`config.mk`:
```
export PLATFORM = sky130hd
export DESIGN_NAME = dump_sequencer
export DESIGN_NICKNAME = d
export VERILOG_FILES = /design/src/source/hexdump_pkg.sv /design/src/source/dump_sequencer.sv
export SDC_FILE = /design/constraint.sdc
export NUM_CORES = 1
export LEC_CHECK = 0
export ABC_AREA = 1
export BUFFER_PORTS_ARGS = -buffer_cell sky130_fd_sc_hd__buf_2
export CAP_MARGIN = 40
export CORE_ASPECT_RATIO = 2
export CORE_MARGIN = 4
export CORE_UTILIZATION = 49
export DETAILED_ROUTE_END_ITERATION = 8
export PLACE_DENSITY = 0.81
export SKIP_CTS_REPAIR_TIMING = 1
export SYNTH_ARGS = -nofsm -noshare
export SYNTH_HDL_FRONTEND = slang
export SYNTH_SLANG_ARGS = --single-unit
```
`constraint.sdc`:
```
create_clock -name MCLK -period 1.6 [get_ports MCLK]
set_input_delay 0.16 -clock MCLK [delete_from_list [all_inputs] [get_ports MCLK]]
set_output_delay 0.16 -clock MCLK [all_outputs]
set_load 0.05 [all_outputs]
```
`src/source/hexdump_pkg.sv`:
```
package hexdump_pkg;

    localparam int BIT_ADDR_W  = 13;  // 8192 bits of page data
    localparam int BYTE_ADDR_W = 10;  // same page seen as 1024 bytes
    localparam int PAGE_W      = 12;  // page number printed as 3 hex digits

    typedef logic [7:0] char_t;  // one character on the FIFO bus

    localparam char_t ASCII_CR    = 8'h0D;
    localparam char_t ASCII_SPACE = 8'h20;

    typedef enum logic [1:0] {
        TOK_BYTE  = 2'd0,  // two hex chars with the high nibble first
        TOK_DIGIT = 2'd1,  // one hex char from the low nibble
        TOK_SPACE = 2'd2,
        TOK_CR    = 2'd3
    } tok_kind_e;

    typedef struct packed {
        tok_kind_e   kind;
        logic [7:0]  value;
    } token_t;

    // 0-9 map to '0'-'9' and 10-15 map to 'A'-'F'
    function automatic char_t nibble_ascii(input logic [3:0] nib);
        char_t c;
        if (nib < 4'd10) begin
            c = 8'h30 + {4'h0, nib};
        end else begin
            c = 8'h37 + {4'h0, nib};  // 'A' is 0x41 = 0x37 + 10
        end
        return c;
    endfunction

endpackage

```
`src/source/dump_sequencer.sv`:
```
`timescale 1ns/1ps

module dump_sequencer #(
    parameter int BOOT_LINES     = 30,
    parameter int USER_LINES     = 8,
    parameter int BYTES_PER_LINE = 16
) (
    input  logic                                MCLK,
    input  logic                                rst,
    input  logic                                send_boot,
    input  logic                                send_user,
    input  logic [hexdump_pkg::PAGE_W-1:0]      page,
    input  logic [7:0]                          rd_data,
    input  logic                                tok_ready,
    output logic                                rd_en,
    output logic [hexdump_pkg::BYTE_ADDR_W-1:0] rd_addr,
    output logic                                tok_valid,
    output hexdump_pkg::token_t                 tok
);

    import hexdump_pkg::*;

    localparam int MAX_LINES = (BOOT_LINES > USER_LINES) ? BOOT_LINES : USER_LINES;
    localparam int LINE_W    = $clog2(MAX_LINES + 1);
    localparam int BYTE_W    = $clog2(BYTES_PER_LINE + 1);

    typedef enum logic [3:0] {
        ST_IDLE,
        ST_DIGIT,    // page number digits of a user dump
        ST_PAGE_CR,
        ST_READ,     // one cycle buffer read
        ST_BYTE,
        ST_SPACE,
        ST_LINE_CR,
        ST_END_CR,   // closing CR after the last line
        ST_REARM     // wait for both requests to drop
    } state_e;

    state_e              state;
    logic                is_user;
    logic [PAGE_W-1:0]   page_q;
    logic [1:0]          dig_cnt;
    logic [LINE_W-1:0]   line_cnt;
    logic [BYTE_W-1:0]   byte_cnt;
    logic [LINE_W-1:0]   last_line;
    logic                xfer;

    assign last_line = is_user ? LINE_W'(USER_LINES - 1) : LINE_W'(BOOT_LINES - 1);
    assign xfer      = tok_valid & tok_ready;
    assign rd_en     = (state == ST_READ);

    // token presented by the current state and held until taken
    always_comb begin
        tok_valid  = 1'b1;
        tok.kind   = TOK_CR;
        tok.value  = 8'h00;
        case (state)
            ST_DIGIT: begin
                tok.kind  = TOK_DIGIT;
                tok.value = {4'h0, page_q[PAGE_W-1 -: 4]};  // top digit first
            end
            ST_BYTE: begin
                tok.kind  = TOK_BYTE;
                tok.value = rd_data;
            end
            ST_SPACE:   tok.kind = TOK_SPACE;
            ST_PAGE_CR,
            ST_LINE_CR,
            ST_END_CR:  tok.kind = TOK_CR;
            default:    tok_valid = 1'b0;
        endcase
    end

    always_ff @(posedge MCLK) begin
        if (rst) begin
            state    <= ST_IDLE;
            is_user  <= 1'b0;
            page_q   <= '0;
            dig_cnt  <= '0;
            line_cnt <= '0;
            byte_cnt <= '0;
            rd_addr  <= '0;
        end else begin
            case (state)
                ST_IDLE: begin
                    rd_addr  <= '0;
                    line_cnt <= '0;
                    byte_cnt <= '0;
                    dig_cnt  <= '0;
                    page_q   <= page;
                    if (send_boot) begin  // boot has priority
                        is_user <= 1'b0;
                        state   <= ST_READ;
                    end else if (send_user) begin
                        is_user <= 1'b1;
                        state   <= ST_DIGIT;
                    end
                end
                ST_DIGIT: if (xfer) begin
                    page_q  <= page_q << 4;
                    dig_cnt <= dig_cnt + 2'd1;
                    if (dig_cnt == 2'd2) begin
                        state <= ST_PAGE_CR;
                    end
                end
                ST_PAGE_CR: if (xfer) state <= ST_READ;
                ST_READ:    state <= ST_BYTE;  // rd_data valid next cycle
                ST_BYTE: if (xfer) begin
                    rd_addr <= rd_addr + 1'b1;
                    state   <= ST_SPACE;
                end
                ST_SPACE: if (xfer) begin
                    if (byte_cnt == BYTE_W'(BYTES_PER_LINE - 1)) begin
                        byte_cnt <= '0;
                        state    <= ST_LINE_CR;
                    end else begin
                        byte_cnt <= byte_cnt + 1'b1;
                        state    <= ST_READ;
                    end
                end
                ST_LINE_CR: if (xfer) begin
                    if (line_cnt == last_line) begin
                        state <= ST_END_CR;
                    end else begin
                        line_cnt <= line_cnt + 1'b1;
                        state    <= ST_READ;
                    end
                end
                ST_END_CR: if (xfer) state <= ST_REARM;
                ST_REARM: begin
                    if (!send_boot && !send_user) begin
                        state <= ST_IDLE;
                    end
                end
                default: state <= ST_IDLE;
            endcase
        end
    end

endmodule

```
==> impl_metrics.toml, run 1 <==
[run_status]
status = "finished with violations"
violations = "setup timing"

[sta]
max_slew_margin_pct = 79.8
tightestPinTransition_ns = 0.300
clock-skew-final_ns = 0.00851
final.setup.worst_slack_ns = -0.0234
period_share_pct = 101
grt_setup_unrepaired = "true"
finalMaxSlewViolations = 0
fmax_mhz = 616
finalHoldViolations = 0
setup_viol = 1
finalCriticalPeriod_ns = 1.62
whs_ns = 0.0798

[detailed_routing]
drt-wirelength-per-cell_um = 13.1
vias_per_cell = 5.32
drt_iter0_markers = 78
postRouteAntennaNets = 0
drcViolationCount = 0
vias = 2427
wirelength_um = 6000
firstDrtPassIters = 5

[yosys]
netlist_instances = 341
synth-edff-count = 0
yosysWarnings = 0
synthDominantCellAreaShare_pct = 35.6
synthArstFlopShare_pct = 0
synthFlopType = "dfxtp_1"
yosys-top-cells-count = "97 x nand2_1, 60 x nor2_1, 39 x dfxtp_1"
synth_nets = 370
ys_top_cells_by_area = "dfxtp_1 36%, nand2_1 17%, nor2_1 10%"
ys_seq_elements = 39
synthMuxAreaShare_pct = 0
yosysMostFrequentCell = "nand2_1"
yosys.area.top_type = "dfxtp_1"
syn-cell-area_mm2 = 0.00219
synth-compound-area-share_pct = 13.1
seq_area_frac_synth_pct = 35.6
synth-adder-area-share_pct = 2.28
synth-simple-area-share_pct = 39.5
synth_top_family_by_area = "simple AND/OR/NAND/NOR gates"
synth_xor_xnor_area_share_pct = 0.399
avgSynthCellArea_um2 = 6.43
yosys.cell_types.count = 30

[final_layout]
diodes = 0
nNetsFinal = 431
drive_gt1_share_pct = 24.9
syn_to_final_growth_pct = 25.8

[power_and_ir_drop]
powerDensity_mw_per_mm2 = 1920
leakage_nw = 1.35
vdd_ir_drop_max_v = 0.00148
power_mw = 5.30

[clocking]
cts.sinks = 39
cts_buffers = 5
cts_max_level = 2
cts_buffer_depth = 2
path_clk_slew_ns = 0.08
cts_tree = "built"
clock-root-buffer = "clkbuf_8"
clock_latency_ns = 0.30

[setup_path]
worst_path_most_repeated_cell = "buf_6"
crit_fanout = 6
rr_worst_depth = 10
crit_chain = "inv_4 -> nand2_4 -> nor2_4 -> buf_6 -> a22o_1 -> buf_6"
cp_slowest_cell = "dfxtp_4"
worst_ep_arrival_time_ns = 1.46
criticalPathCategory = "reg2out"
critPathLaunchType = "flip-flop"
max_stage_delay_ns = 0.38
cp.required_ns = 1.44
end_kind = "primary output"

[placement]
gp_routability_congestion = 0.879
port_buffers = 46
dp_hpwl_um = 4160

[die]
pin_count = 47
die-area_mm2 = 0.00568
start_util_pct = 50.5
die_width_um = 55.3
rows = 34
die_y_um = 103
core_mm2 = 0.00434

[run]
max_cap_violations = 0

[global_routing]
grt_pass1_vias = 2346
grt_max_degree = 21
grtUsageTotal_pct = 20.7
grt_antenna_before_repair = 0
grt_overflow = 0
grt_pass1_wl_um = 9540

[min_path]
hold_class = "in2reg"
min_path_cells = 2
[cells in the final DEF, fill, tap and decap left out, types with 2 or more instances in the layout]
master	count
a21oi_1	25
a22o_1	4
buf_2	37
buf_4	14
buf_6	9
clkbuf_8	6
dfxtp_1	35
dfxtp_4	3
ha_1	4
inv_1	29
inv_2	3
inv_4	4
nand2_1	95
nand2_2	3
nand2_4	3
nand3_1	22
nand3b_1	2
nand4_1	4
nor2_1	57
nor2_2	5
nor2_4	5
nor3_1	2
o21ai_0	18
o21ai_2	2
[worst max-delay path: cells and delay by family (launching register included)]
family | cells | cell delay [ns]
AO/OA/AOI/OAI | 1 | 0.16
flip-flops | 1 | 0.38
buffers and inverters | 3 | 0.36
AND/OR/NAND/NOR | 2 | 0.25
[metal layers]
layer / global-route usage [%] / wire, um
met1: 19.5 / 2040
met2: 39.3 / 3420
met5: 0 / 0
met3: 3.76 / 277
met4: 15.2 / 254
[power breakdown]
| part | switching, mW | internal [mW] |
|---|---|---|
| sequential | 0.231 | 1.26 |
| combinational | 2.09 | 1.04 |
| clock | 0.350 | 0.338 |
| total | 2.67 | 2.63 |
[kinds of logic (layout without fill, tap and decap cells)]
family / Yosys count / after routing
buffers and inverters: 45 / 105
AOI/OAI and AO/OA: 51 / 52
DFF: 39 / 39
and+or+nand+nor: 201 / 201
xor gates and xnor gates: 1 / 1
adders and majority gates: 4 / 4
[layout make-up]
cell class                 count  area (um2)
fill                         418        1580
multi-input combinational    258        1250
sequential                    39         793
timing repair buffer          62         419
inverter                      36         145
clock buffer                   6        82.6
tap                           54        67.6
clock inverter                 1        5.00
[through the flow]
stage / std cells / area [um2] / TNS, ns / util [%] / setup WS [ns]
CTS: 445 / 2560 / -1.86 / 58.9 / -0.243
global placement: 438 / 2470 / 0 / 56.9 / 0.137
floorplan: 341 / 2190 / -0.283 / - / -0.0574
finish: 456 / 2760 / -0.0234 / 63.6 / -0.0234
global route: 456 / 2760 / -0.276 / 63.6 / -0.0704
detailed placement: 438 / 2470 / 0 / 56.9 / 0.0680
[final timing paths]
check,from,end,slack [ns]
setup / recovery,state[1]$_SDFFE_PP0P_,tok[0],-0.02
hold / removal,send_boot,is_user$_SDFFE_PP0P_,0.08
setup reg to reg,state[1]$_SDFFE_PP0P_,line_cnt[2]$_SDFFE_PP0P_,0.08
hold reg to reg,page_q[1]$_SDFFE_PP0P_,page_q[1]$_SDFFE_PP0P_,0.47
[registers in the layout (all words and copies together), names as in the netlist]
name,cells
page_q,12
rd_addr,10
byte_cnt,5
line_cnt,5
state,4
dig_cnt,2
is_user,1
(Power assumes the default switching activity.)
==> run 2, diff against run 1 <==
- CORE_UTILIZATION: 49 -> 54
- PLACE_DENSITY: 0.81 -> 0.87
==> run 2 against run 1 <==
The flow now finishes without violations. Global-route usage is 0.92 points higher. Cell area down 0.95%. Via count shrank 2.0%. Cell count shrank 1.8%. Setup slack gained 0.030 ns. Clock power is 16% higher. Sequential power about the same. Clock-buffer cell count did not move. Clock skew grew 0.0031 ns. Non-clock buffer count is 4 lower. First-iteration DRC count is the same. Critical endpoint unchanged. Largest power group unchanged. Highest routed layer unchanged.
==> impl_metrics.toml, run 2 (synthesis gave the netlist of run 1 again) <==
[setup_path]
worst_ep_arrival_time_ns = 1.43
criticalPathCategory = "reg2out"
r2r-start = "state[2]$_SDFFE_PP0P_"
critPathLaunchType = "flip-flop"
cp.required_ns = 1.44
startpoint = "state[1]$_SDFFE_PP0P_"
crit_fanout = 8
end_kind = "primary output"

[min_path]
hold_class = "in2reg"
worstHoldStart = "page[0]"

[power_and_ir_drop]
seqPwrFrac_pct = 28.1
powerDensity_mw_per_mm2 = 1950
p_sw_share_pct = 49.3
power.switching_mw = 2.62
p_int_mw = 2.70
pwr-share-comb_pct = 57.0
vdd_ir_drop_max_v = 0.00142
leakage_nw = 1.33
p_clk_share_pct = 15.0

[clocking]
cts_buffers = 5
clock-root-buffer = "clkbuf_8"
cts_max_level = 2
cts_tree = "built"
cts.sinks = 39
path_clk_slew_ns = 0.08
clock_latency_ns = 0.29
cts_buffer_depth = 2

[sta]
period_share_pct = 99.6
grt_setup_unrepaired = "true"
finalCriticalPeriod_ns = 1.59
max_slew_margin_pct = 78.6
tns_ns = 0
finalHoldViolations = 0
whs_ns = 0.108
tightestPinTransition_ns = 0.318
fmax_mhz = 628
final.setup.worst_slack_ns = 0.00684
clock-skew-final_ns = 0.0116
finalMaxSlewViolations = 0
setup_viol = 0

[die]
die_width_um = 53.1
start_util_pct = 56.5
rows = 32
core_mm2 = 0.00388
die_y_um = 98.1
die-area_mm2 = 0.00521
pin_count = 47

[final_layout]
diodes = 0
postLayoutCellArea_mm2 = 0.00273
final_cell_mix = "93 x nand2_1, 56 x nor2_1, 38 x buf_2"
drive_gt1_share_pct = 24.4
syn_to_final_growth_pct = 24.6
instances_no_fill = 448
reg_top3 = "page_q (12), rd_addr (10)"
largest_reg_flops = 12
regMostFlops = "page_q"
layout_commonest_cell = "nand2_1"
nNetsFinal = 426

[placement]
post_dp_cell_area_mm2 = 0.00246
dp_cells = 434
gp_routability_congestion = 0.895
port_buffers = 46
dp_hpwl_um = 4030
dp_worst_setup_slack_ns = 0.0901

[global_routing]
grtUsageTotal_pct = 21.6
grt_pass1_vias = 2192
use_met1_pct = 20.5
grt_pass1_wl_um = 8780
busiest_layer = "met2"
grt_antenna_before_repair = 0
use_met3_pct = 3.51
grt_util_met2_pct = 41.0
grt_overflow = 0
grt_max_degree = 21

[detailed_routing]
vias_per_cell = 5.31
drt-wirelength-per-cell_um = 12.7
drcViolationCount = 0
firstDrtPassIters = 5
wirelength_um = 5690
drt_iter0_markers = 78
postRouteAntennaNets = 0
vias = 2378

[run]
max_cap_violations = 0

[run_status]
status = "complete, no violations"
-- run 2: metal layers --
layer	part of all wire, %	wire [um]
met1	36	2070
met2	56	3180
met3	4.7	265
met4	3.0	171
met5	0	0
-- run 2: final cells by class --
cell class              instances  area (um2)
clock buffers                   6        72.6
well taps                      51        63.8
multi-input cells             257        1260
flip-flops and latches         39         793
repair buffers                 58         370
fillers                       326        1150
inverters                      36         148
clock inverters                 1        30.0
-- run 2: worst max-delay path, cell delays in order (launching register included) --
cell     delay (ns)
dfxtp_4        0.38
inv_4          0.08
nand2_4        0.05
nor2_4         0.24
a22o_1         0.19
buf_4          0.19
-- run 2: power groups by stage --
stage | Clock, mW | Sequential, mW | Combinational [mW]
floorplan | 0 | 1.50 | 2.17
global placement | 0 | 1.46 | 2.63
detailed placement | 0 | 1.47 | 2.67
CTS | 0.802 | 1.46 | 2.70
global route | 0.835 | 1.52 | 3.35
finish | 0.797 | 1.49 | 3.04
-- run 2: per-stage QoR --
step | power [mW] | utilization (%)
after floorplan | 3.67 | -
after global placement | 4.09 | 63.3
after detailed placement | 4.14 | 63.3
after CTS | 4.96 | 65.9
after global routing | 5.71 | 70.4
final | 5.33 | 70.4
-- run 2: path summary, 6_finish.rpt --
check | endpoint | slack (ns) | depth (start not counted)
hold reg to reg | byte_cnt[4]$_SDFFE_PP0P_ | 0.46 | 2
setup / recovery | tok[0] | 0.007 | 5
setup reg to reg | rd_addr[4]$_SDFFE_PP0P_ | 0.10 | 9
hold / removal | page_q[0]$_SDFFE_PP0P_ | 0.11 | 3
==> run 3, diff against run 2 <==
- ABC_AREA: 1 -> default
- CELL_PAD_IN_SITES_DETAIL_PLACEMENT: default -> 1
- CELL_PAD_IN_SITES_GLOBAL_PLACEMENT: default -> 1
- CORE_UTILIZATION: 54 -> 40
==> run 3 against run 2 <==
The flow now finishes with violations (setup timing). Cell count is 12% lower. Critical path type is now reg2reg. Global-route usage is 1.6 points higher. Register-to-register slack worse by 0.53 ns. First-iteration DRC count grew to 2.7 times the previous value. Sequential cell count stayed put. Cell area is 22% higher. Synthesized area is 4.2% lower. Clock skew is 0.0017 ns higher. Clock power is 27% higher.
==> impl_metrics.toml, run 3 <==
[detailed_routing]
drcViolationCount = 0
drt-wirelength-per-cell_um = 24.5
vias_per_cell = 6.21
drt_iter0_markers = 207
wirelength_um = 9660
firstDrtPassIters = 4
postRouteAntennaNets = 0
vias = 2451

[yosys]
synth_nets = 268
ys_seq_elements = 39
seq_area_frac_synth_pct = 37.2
yosysMostFrequentCell = "dfxtp_1"
netlist_instances = 239
synthDominantCellAreaShare_pct = 37.2
synthFlopType = "dfxtp_1"
yosys-top-cells-count = "39 x dfxtp_1, 23 x a21oi_1, 20 x nor2_1"
yosys.cell_types.count = 51
synthArstFlopShare_pct = 0
avgSynthCellArea_um2 = 8.79
yosys.area.top_type = "dfxtp_1"
ys_top_cells_by_area = "dfxtp_1 37%, a21oi_1 5.5%, mux2i_1 5.2%"
yosysWarnings = 0
synth-edff-count = 0
syn-cell-area_mm2 = 0.00210

[global_routing]
grt_pass1_wl_um = 11900
grt_max_degree = 18
grt_antenna_before_repair = 0
grt_pass1_vias = 2432
grtUsageTotal_pct = 23.2
grt_overflow = 0

[setup_path]
crit_fanout = 7
cp_slowest_cell = "nor4b_4"
end_kind = "flip-flop"
cp.required_ns = 1.79
max_stage_delay_ns = 0.43
worst_ep_arrival_time_ns = 2.22
worst_path_most_repeated_cell = "buf_4"
crit_chain = "buf_6 -> nor4b_4 -> buf_6 -> buf_4 -> buf_4 -> buf_4 -> mux2i_1 -> a211oi_1"
criticalPathCategory = "reg2reg"
critPathLaunchType = "flip-flop"

[min_path]
hold_class = "in2reg"

[final_layout]
final_cell_mix = "49 x buf_4, 34 x buf_2, 32 x dfxtp_1"
reg_top3 = "page_q (12), rd_addr (10)"
post-route-util_pct = 64.7
nNetsFinal = 365
syn_to_final_growth_pct = 58.4
drive_gt1_share_pct = 51.6
layout_commonest_cell = "buf_4"
largest_reg_flops = 12
diodes = 0
regMostFlops = "page_q"

[placement]
port_buffers = 46
dp_hpwl_um = 5330
gp_routability_congestion = 0.856

[clocking]
cts_tree = "built"
clock_latency_ns = 0.31
path_clk_slew_ns = 0.09
cts_max_level = 2
clock-root-buffer = "clkbuf_8"
cts.sinks = 39
cts_buffer_depth = 2
cts_buffers = 5

[sta]
fmax_mhz = 493
tightestPinTransition_ns = 0.482
clock-skew-final_ns = 0.0133
finalHoldViolations = 0
setup_viol = 45
finalMaxSlewViolations = 0
period_share_pct = 127
final.setup.worst_slack_ns = -0.428
max_slew_margin_pct = 67.6
finalCriticalPeriod_ns = 2.03
grt_setup_unrepaired = "true"

[die]
die_width_um = 59.2
rows = 37
die-area_mm2 = 0.00655
pin_count = 47
start_util_pct = 40.9
core_mm2 = 0.00514
die_y_um = 110

[power_and_ir_drop]
power_mw = 5.65
powerDensity_mw_per_mm2 = 1700
vdd_ir_drop_max_v = 0.00135
leakage_nw = 1.34

[run_status]
status = "finished with violations"
violations = "setup timing"

[run]
max_cap_violations = 0
run 3: cell families (layout without fill, tap and decap cells):
kind of cell / Yosys count / after routing / share of synthesized area, %
AOI/OAI and AO/OA: 68 / 68 / 21.4
xor gates and xnor gates: 4 / 4 / 1.67
adders and majority gates: 4 / 4 / 2.38
buffers and inverters: 21 / 117 / 5.06
DFF: 39 / 39 / 37.2
muxes: 14 / 14 / 6.97
and+or+nand+nor: 89 / 91 / 25.3
run 3: cell type report:
type                    count  area, um2
clock buffers               5       68.8
multi-input cells         181       1480
clock inverters             3       67.6
well taps                  58       72.6
flip-flops and latches     39        792
fillers                   577       1810
inverters                   5       18.8
repair buffers            104        827
run 3: power breakdown:
part	internal, mW	switching [mW]
logic	1.54	1.74
registers	1.15	0.217
clock network	0.622	0.386
run 3: worst max-delay path, delay by kind of cell (launching register included):
kind / cells / cell delay [ns]
muxes: 1 / 0.10
AOI/OAI and AO/OA: 1 / 0.31
and+or+nand+nor: 1 / 0.43
DFF: 1 / 0.35
buffers and inverters: 5 / 0.71
run 3: final timing paths:
path	end	slack, ns	cells past startpoint	start
hold reg to reg	byte_cnt[1]$_SDFFE_PP0P_	0.48	2	byte_cnt[1]$_SDFFE_PP0P_
setup / recovery	page_q[8]$_SDFFE_PP0P_	-0.43	8	state[3]$_SDFFE_PP0P_
setup reg to reg	page_q[8]$_SDFFE_PP0P_	-0.43	8	state[3]$_SDFFE_PP0P_
hold / removal	is_user$_SDFFE_PP0P_	0.08	2	send_boot
run 3: stage by stage:
stage / hold slack [ns] / setup WS (ns) / cells / setup TNS [ns] / instance area [um2]
after floorplan: 0.257 / -0.0933 / 239 / -0.322 / 2170
after global placement: 0.389 / -0.134 / 367 / -3.01 / 2700
after detailed placement: 0.394 / -0.248 / 367 / -5.55 / 2700
after CTS: 0.0845 / -0.492 / 375 / -10.61 / 2840
after global routing: 0.0929 / -0.461 / 395 / -11.42 / 3330
final: 0.0804 / -0.428 / 395 / -8.68 / 3330
run 3: layer usage:
layer	up-vias	GRT usage [%]	routed length, um
li1	1095	-	-
met1	1224	23.2	3380
met2	97	44.3	5560
met3	35	3.86	307
met4	0	8.62	408
met5	-	0	0
